<file path="src/source/mipsIsaPkg.sv">
package mipsIsaPkg;

	//////////////////////////////
	// field widths
	//////////////////////////////

	localparam int wordWidth   = 32;                // datapath and instruction width
	localparam int regIdxWidth = 5;                 // rs, rt, rd fields
	localparam int regCount    = 1 << regIdxWidth;  // architectural registers
	localparam int opcodeWidth = 6;                 // bits 31..26
	localparam int functWidth  = 6;                 // bits 5..0 of R-type
	localparam int immWidth    = 16;                // bits 15..0 of I-type

	typedef logic [wordWidth-1:0]   word_t;         // register and ALU value
	typedef logic [regIdxWidth-1:0] regIdx_t;       // register number
	typedef logic [opcodeWidth-1:0] opcode_t;       // major opcode
	typedef logic [functWidth-1:0]  funct_t;        // R-type function code
	typedef logic [immWidth-1:0]    imm_t;          // raw immediate
	typedef logic [wordWidth-1:0]   instr_t;        // raw instruction word

	//////////////////////////////
	// encodings
	//////////////////////////////

	localparam opcode_t opR    = 6'd0;   // all R-type ops
	localparam opcode_t opAddi = 6'd8;   // sign-extended immediate
	localparam opcode_t opOri  = 6'd13;  // zero-extended immediate

	localparam funct_t functAdd = 6'd32;
	localparam funct_t functSub = 6'd34;
	localparam funct_t functAnd = 6'd36;
	localparam funct_t functOr  = 6'd37;
	localparam funct_t functNor = 6'd39;

	// operations the ALU knows about
	typedef enum logic [2:0] {
		aluAdd,  // add and addi
		aluSub,
		aluAnd,
		aluOr,   // or and ori
		aluNor
	} aluOp_t;

endpackage
</file>
<file path="src/source/pipePkg.sv">
package pipePkg;

	import mipsIsaPkg::*;

	//////////////////////////////
	// decode to execute
	//////////////////////////////

	typedef struct packed {
		logic    valid;     // legal instruction in this slot
		aluOp_t  aluOp;     // operation for the ALU
		logic    useImm;    // second operand from immValue
		regIdx_t rs;        // first source, for forwarding
		regIdx_t rt;        // second source, for forwarding
		word_t   rsValue;   // value read in decode
		word_t   rtValue;
		word_t   immValue;  // already extended
		regIdx_t writeReg;  // rd or rt
	} decodedOp_t;

	//////////////////////////////
	// retire stages
	//////////////////////////////

	// finished result, also the write request and forward source
	typedef struct packed {
		logic    valid;     // slot writes a register
		regIdx_t writeReg;  // destination
		word_t   result;    // value to write
	} retireOp_t;

endpackage

</file>
<file path="src/source/mipsPipeline.sv">
`timescale 1ns/1ps

module mipsPipeline
	import mipsIsaPkg::*, pipePkg::*;
(
	input  logic   clk,
	input  logic   rst,
	input  instr_t instr,       // one instruction per edge
	input  logic   instrValid,  // low inserts a bubble
	output word_t  aluResult,
	output logic   aluValid
);

	decodedOp_t idEx;     // decode to execute
	retireOp_t  exMem;    // execute to result, forward source
	retireOp_t  memWb;    // write request, forward source
	regIdx_t    rdIdxA;
	regIdx_t    rdIdxB;
	word_t      rdDataA;
	word_t      rdDataB;

	//////////////////////////////
	// stages
	//////////////////////////////

	decodeStage decode (
		.clk        (clk),
		.rst        (rst),
		.instr      (instr),
		.instrValid (instrValid),
		.rdIdxA     (rdIdxA),
		.rdIdxB     (rdIdxB),
		.rdDataA    (rdDataA),
		.rdDataB    (rdDataB),
		.idEx       (idEx)
	);

	registerFile regFile (
		.clk     (clk),
		.rst     (rst),
		.rdIdxA  (rdIdxA),
		.rdIdxB  (rdIdxB),
		.rdDataA (rdDataA),
		.rdDataB (rdDataB),
		.wr      (memWb)
	);

	executeStage execute (
		.clk       (clk),
		.rst       (rst),
		.idEx      (idEx),
		.exMem     (exMem),
		.memWb     (memWb),
		.aluResult (aluResult),  // visible at top as before
		.aluValid  (aluValid)
	);

	resultStage result (
		.clk   (clk),
		.rst   (rst),
		.exMem (exMem),
		.memWb (memWb)
	);

endmodule

</file>
<file path="src/source/resultStage.sv">
`timescale 1ns/1ps

module resultStage
	import pipePkg::*;
(
	input  logic      clk,
	input  logic      rst,
	input  retireOp_t exMem,  // from execute
	output retireOp_t memWb   // write request and last forward point
);

	//////////////////////////////
	// MEM/WB register
	//////////////////////////////

	// no memory access left, so the slot only moves one stage on
	always_ff @(posedge clk) begin
		memWb.valid    <= exMem.valid;
		memWb.writeReg <= exMem.writeReg;  // destination register
		memWb.result   <= exMem.result;    // committed at the next edge
		if (rst) begin
			memWb.valid <= 1'b0;  // no write right after reset
		end
	end

	// a write request only shows up one edge after a live EX/MEM slot
	aFollowsExMem: assert property (@(posedge clk) disable iff (rst)
		memWb.valid |-> $past(exMem.valid));

endmodule

</file>
<file path="src/source/executeStage.sv">
`timescale 1ns/1ps

module executeStage
	import mipsIsaPkg::*, pipePkg::*;
(
	input  logic       clk,
	input  logic       rst,
	input  decodedOp_t idEx,
	output retireOp_t  exMem,      // EX/MEM register, first forward source
	input  retireOp_t  memWb,      // second forward source
	output word_t      aluResult,  // current slot, combinational
	output logic       aluValid
);

	word_t opA;   // forwarded rs
	word_t opB;   // forwarded rt
	word_t aluB;  // rt or immediate

	//////////////////////////////
	// forwarding
	//////////////////////////////

	// newest producer wins, register 0 never forwards
	function automatic word_t pickOperand(
		regIdx_t   idx,
		word_t     readVal,
		retireOp_t nearSrc,
		retireOp_t farSrc
	);
		if (nearSrc.valid && nearSrc.writeReg == idx && idx != '0)
			return nearSrc.result;  // one slot ahead
		if (farSrc.valid && farSrc.writeReg == idx && idx != '0)
			return farSrc.result;   // two slots ahead
		return readVal;             // from register file
	endfunction

	assign opA  = pickOperand(idEx.rs, idEx.rsValue, exMem, memWb);
	assign opB  = pickOperand(idEx.rt, idEx.rtValue, exMem, memWb);
	assign aluB = idEx.useImm ? idEx.immValue : opB;  // addi and ori

	aluUnit alu (
		.op     (idEx.aluOp),
		.a      (opA),
		.b      (aluB),
		.result (aluResult)
	);

	assign aluValid = idEx.valid;

	//////////////////////////////
	// EX/MEM register
	//////////////////////////////

	always_ff @(posedge clk) begin
		exMem.valid    <= idEx.valid;
		exMem.writeReg <= idEx.writeReg;
		exMem.result   <= aluResult;
		if (rst) begin
			exMem.valid <= 1'b0;
		end
	end

	// register file, forwarding and ALU together give a clean result
	aKnownResult: assert property (@(posedge clk) disable iff (rst)
		aluValid |-> !$isunknown(aluResult));

endmodule

</file>
<file path="src/source/aluUnit.sv">
`timescale 1ns/1ps

module aluUnit
	import mipsIsaPkg::*;
(
	input  aluOp_t op,
	input  word_t  a,      // rs after forwarding
	input  word_t  b,      // rt or immediate
	output word_t  result
);

	always_comb begin
		case (op)
			aluAdd: begin
				result = a + b;  // wraps, no overflow trap
			end
			aluSub: begin
				result = a - b;
			end
			aluAnd: begin
				result = a & b;
			end
			aluOr: begin
				result = a | b;
			end
			aluNor: begin
				result = ~(a | b);
			end
			default: begin
				result = '0;  // not reachable from decode
			end
		endcase
	end

endmodule

</file>
<file path="src/source/decodeStage.sv">
`timescale 1ns/1ps

module decodeStage
	import mipsIsaPkg::*, pipePkg::*;
(
	input  logic       clk,
	input  logic       rst,
	input  instr_t     instr,
	input  logic       instrValid,
	output regIdx_t    rdIdxA,
	output regIdx_t    rdIdxB,
	input  word_t      rdDataA,
	input  word_t      rdDataB,
	output decodedOp_t idEx
);

	instr_t     ifIdInstr;  // IF/ID payload
	logic       ifIdValid;  // IF/ID slot live
	opcode_t    opcode;
	funct_t     funct;
	imm_t       imm;
	regIdx_t    rs;
	regIdx_t    rt;
	regIdx_t    rd;
	logic       legal;      // opcode and funct in the kept set
	decodedOp_t nextOp;     // ID/EX input

	//////////////////////////////
	// IF/ID register
	//////////////////////////////

	always_ff @(posedge clk) begin
		ifIdInstr <= instr;
		ifIdValid <= instrValid;  // low level gives a bubble
		if (rst) begin
			ifIdValid <= 1'b0;
		end
	end

	assign opcode = ifIdInstr[31:26];
	assign rs     = ifIdInstr[25:21];
	assign rt     = ifIdInstr[20:16];
	assign rd     = ifIdInstr[15:11];
	assign funct  = ifIdInstr[5:0];
	assign imm    = ifIdInstr[15:0];

	assign rdIdxA = rs;  // register read happens here
	assign rdIdxB = rt;

	always_comb begin
		nextOp          = '0;
		legal           = 1'b0;
		nextOp.aluOp    = aluAdd;
		nextOp.rs       = rs;
		nextOp.rt       = rt;
		nextOp.rsValue  = rdDataA;
		nextOp.rtValue  = rdDataB;
		nextOp.immValue = {{(wordWidth-immWidth){imm[immWidth-1]}}, imm};  // sign ext
		nextOp.writeReg = rd;
		case (opcode)
			opR: begin
				legal = 1'b1;
				case (funct)
					functAdd: nextOp.aluOp = aluAdd;
					functSub: nextOp.aluOp = aluSub;
					functAnd: nextOp.aluOp = aluAnd;
					functOr:  nextOp.aluOp = aluOr;
					functNor: nextOp.aluOp = aluNor;
					default:  legal = 1'b0;  // unsupported funct
				endcase
			end
			opAddi: begin
				legal           = 1'b1;
				nextOp.useImm   = 1'b1;
				nextOp.writeReg = rt;  // I-type destination
			end
			opOri: begin
				legal           = 1'b1;
				nextOp.aluOp    = aluOr;
				nextOp.useImm   = 1'b1;
				nextOp.immValue = {{(wordWidth-immWidth){1'b0}}, imm};  // zero ext
				nextOp.writeReg = rt;
			end
			default: legal = 1'b0;
		endcase
		nextOp.valid = ifIdValid && legal;  // illegal slot travels as a bubble
	end

	//////////////////////////////
	// ID/EX register
	//////////////////////////////

	always_ff @(posedge clk) begin
		idEx <= nextOp;
		if (rst) begin
			idEx.valid <= 1'b0;
		end
	end

	// a live decoded slot names a real operation
	aValidOp: assert property (@(posedge clk) disable iff (rst)
		idEx.valid |-> (!$isunknown(idEx.aluOp)
			&& (idEx.aluOp inside {aluAdd, aluSub, aluAnd, aluOr, aluNor})));

endmodule

</file>
<file path="src/source/registerFile.sv">
`timescale 1ns/1ps

module registerFile
	import mipsIsaPkg::*, pipePkg::*;
(
	input  logic      clk,
	input  logic      rst,
	input  regIdx_t   rdIdxA,   // rs from decode
	input  regIdx_t   rdIdxB,   // rt from decode
	output word_t     rdDataA,
	output word_t     rdDataB,
	input  retireOp_t wr        // MEM/WB write request
);

	word_t regs [regCount];  // regs[0] is never written

	// read port with same-cycle bypass of the pending write
	function automatic word_t readPort(regIdx_t idx, word_t stored, retireOp_t wrReq);
		if (idx == '0)
			return '0;  // hardwired zero
		if (wrReq.valid && wrReq.writeReg == idx)
			return wrReq.result;  // write-through
		return stored;
	endfunction

	always_ff @(posedge clk) begin
		if (rst) begin
			for (int i = 0; i < regCount; i++) begin
				regs[i] <= '0;  // clean start
			end
		end else if (wr.valid && wr.writeReg != '0) begin
			regs[wr.writeReg] <= wr.result;
		end
	end

	assign rdDataA = readPort(rdIdxA, regs[rdIdxA], wr);
	assign rdDataB = readPort(rdIdxB, regs[rdIdxB], wr);

	// a retired write aimed at register 0 leaves it at zero
	aZeroReg: assert property (@(posedge clk) disable iff (rst)
		(wr.valid && wr.writeReg == '0) |=> (regs[0] == '0));

endmodule

</file>
<file path="config.mk">
export PLATFORM = sky130hd
export DESIGN_NAME = mipsPipeline
export DESIGN_NICKNAME = d
export VERILOG_FILES = /design/src/source/mipsIsaPkg.sv /design/src/source/pipePkg.sv /design/src/source/mipsPipeline.sv /design/src/source/resultStage.sv /design/src/source/executeStage.sv /design/src/source/aluUnit.sv /design/src/source/decodeStage.sv /design/src/source/registerFile.sv
export SDC_FILE = /design/constraint.sdc
export NUM_CORES = 2
export LEC_CHECK = 0
export CAP_MARGIN = 30
export CELL_PAD_IN_SITES_DETAIL_PLACEMENT = 1
export CELL_PAD_IN_SITES_GLOBAL_PLACEMENT = 2
export CORE_MARGIN = 2
export CORE_UTILIZATION = 50
export DETAILED_ROUTE_END_ITERATION = 7
export DONT_BUFFER_PORTS = 1
export GPL_ROUTABILITY_DRIVEN = 0
export PLACE_DENSITY_LB_ADDON = 0.2
export SYNTH_ARGS = -nofsm -noshare
export SYNTH_HDL_FRONTEND = slang
export SYNTH_HIERARCHICAL = 1
export SYNTH_SLANG_ARGS = --single-unit
</file>
<file path="constraint.sdc">
create_clock -name clk -period 14 [get_ports clk]
set_input_delay 0.7 -clock clk [delete_from_list [all_inputs] [get_ports clk]]
set_output_delay 0.7 -clock clk [all_outputs]
set_load 0.02 [all_outputs]
</file>
==> out/metrics.cfg <==
[route]
viasPerCell=7.03
firstDrtPassIters=6
drtIter0Drc=6809
wl_met1_um=97200
route.met3.wl_um=31800
met2_length_um=115000
dr.max_layer_used=met5
num_vias=46796
avgRoutedWirePerCell_um=38.4
ant_nets=0
routed_wl_um=255000
drcViolationCount=0

[critical_path]
cp-end-kind=output pin
slowest_stage=o21ba_2
cp_max_fo=33
worst_ep_arrival_time_ns=8.29
startpoint_type=flip-flop
crit_top_cell=or4_4
cpPeakStageDelay_ns=0.72
worst-setup-path-type=reg -> out
critPathRequiredTime_ns=13.30
crit_family=simple AND/OR/NAND/NOR gates
worstPathCellList=or4_4, o211ai_4, buf_4, o21ba_2, a31oi_1, or4_4, or3_4, or4_4, nor2_1, a21oi_1, xnor2_1, ha_1, nand2_1, nor2_1, and3_1, nand4_1, o211ai_1, a31oi_1, mux2_2, o21ai_0
path_buf_inv=1

[sta]
grt_setup_unrepaired=false
maxSlewHeadroom_pct=20.9
clock_skew_ns=0.0287
worst-slew-pin-transition_ns=1.17
report.final.slew_viol_count=0
finalCriticalPeriod_ns=8.99
setup-tns-final_ns=0
setup_viol=0
hold_violations=0
fmax_mhz=111
post-route-period-util_pct=64.2

[grt]
antenna_found_initial=31
grt_pass1_vias=47059
grt_pass1_wl_um=357000
grtUsageTotal_pct=38.2
grt.overflow.total=0
grt_max_degree=106

[synth]
synth-edff-count=1024
async_reset_ff_share_pct=0
netlist_area_mm2=0.0652
synth_seq_cells=1234
netlist_instances=4926
ys.flop_type=edfxtp_1
avgSynthCellArea_um2=13.2
ys_types=84
synth-seq-area-share_pct=53.6
yosysWarnings=6

[cells_and_area]
fillers=12563
final_cell_mix=edfxtp_1, and2_1, mux4_2, mux2i_1, dfxtp_1
syn_to_final_growth_pct=9.74
drive_gt1_share_pct=17.8
final_common_cell=edfxtp_1
regArea_mm2=0.0350
multi_input_area_mm2=0.0281
fin_nets=4854
final_core_util_pct=55.3

[placed_design]
port_buffers=0
hpwl_um=152000

[min_path]
hp-class=in -> reg

[clock_network]
ctsResizeCount=0
clk_path_buf_depth=3
worstSkewPairLatency_ns=0.81
cts-root-buf=clkbuf_16
cts_max_level=4
cts_buffers=139
path_clk_slew_ns=0.06
cts_tree=built
clock_sinks=1234

[pwr]
fin_total_pwr_w=0.00998
power.density_mw_per_mm2=139
leakagePower_nw=26.0
ir_drop_mv=0.153

[floorplan]
start_util_pct=50.4
die_h_um=365
core_mm2=0.129
num_io_pins=68
die_area_mm2=0.133
die_w_um=365
rows=132

[job]
maxCapViolCount=0

[status]
status=finished, final reports clean

==> worst reg2reg max path, stage by stage (launching register included) <==
cell and delay, ns:
dfxtp_1 0.34, or4_4 0.58, o211ai_4 0.16, buf_4 0.40
o21ba_2 0.72, a31oi_1 0.44, or4_4 0.61, or3_4 0.38
or4_4 0.56, nor2_1 0.26, a21oi_1 0.13, xnor2_1 0.18
ha_1 0.40, nand2_1 0.17, nor2_1 0.22, and3_1 0.24
nand4_1 0.10, o211ai_1 0.48, a31oi_1 0.23, mux2_2 0.31
o21ai_0 0.59
==> stage by stage <==
step	area (µm²)	instances	hold WS, ns	setup slack [ns]
3_3_place_gp	66600	6346	0.318	6.07
4_1_cts	71500	6636	0.000108	5.10
6_report	71600	6652	0.0472	5.01
3_5_place_dp	66700	6349	0.315	5.95
2_1_floorplan	65400	4957	0.310	7.62
5_1_grt	71600	6641	0.0536	4.65
==> layout make-up <==
type,count,share of cell area (%)
antenna,13,0.0454
clock buffer,194,5.46
clock inverter,60,0.835
inverter,16,0.0839
multi-input combinational,3193,39.3
sequential,1234,48.9
tap,1742,3.04
timing repair buffer,200,2.36
==> routing by layer <==
layer / vias up / GRT usage, %
li1: 18492 / -
met4: 20 / 15.0
met1: 24414 / 50.4
met2: 3191 / 59.1
met3: 679 / 11.9
met5: - / 0
==> power breakdown <==
group / total, W / internal (W) / switching, W
logic: 0.00189 / 0.000535 / 0.00136
clock network: 0.00367 / 0.00209 / 0.00158
registers: 0.00442 / 0.00421 / 0.000213
total: 0.00998 / 0.00684 / 0.00315
==> kinds of logic after synthesis <==
logic type,Yosys count,share of synthesized area (%)
fa+ha+maj,66,1.16
other cells,1,0.00575
simple gates,1478,13.3
flops,1234,53.6
xor+xnor,90,1.22
mux,717,18.3
compound gates,810,8.59
buf+inv,530,3.87
==> synthesized netlist by cell type (83+ instances only) <==
| master | number | share of area, % |
|---|---|---|
| nor2_1 | 95 | 0.55 |
| clkbuf_1 | 339 | 2.0 |
| mux4_2 | 376 | 13 |
| and2_1 | 999 | 9.6 |
| nand2_1 | 108 | 0.62 |
| dfxtp_1 | 210 | 6.4 |
| mux2i_1 | 328 | 5.0 |
| o21ai_0 | 161 | 1.2 |
| a22oi_1 | 124 | 1.4 |
| edfxtp_1 | 1024 | 47 |
| nand3_1 | 83 | 0.64 |
| a21oi_1 | 115 | 0.88 |
==> flip-flops by register name, indices dropped and copies added, names as in the netlist <==
name,count
decode/idEx,101
decode/ifIdInstr,32
decode/ifIdValid,1
execute/exMem,38
regFile/regs,1024
result/memWb,38
==> what timing repair did <==
item                      in CTS  in global routing
hold endpoints to repair      35                  0
hold buffers                  33                  0
setup buffers                  0                  0
==> path summary, 6_finish.rpt <==
kind	startpoint	cells past startpoint	endpoint	slack (ns)
worst max-delay path	decode/idEx[102]	20	aluResult[29]	5.01
worst max register to register	decode/idEx[102]	20	execute/exMem[29]	6.33
worst min-delay path	instrValid	1	decode/ifIdValid	0.05
worst min register to register	decode/ifIdInstr[6]	0	decode/idEx[11]	0.33
Power figures use the tool's default switching activity.
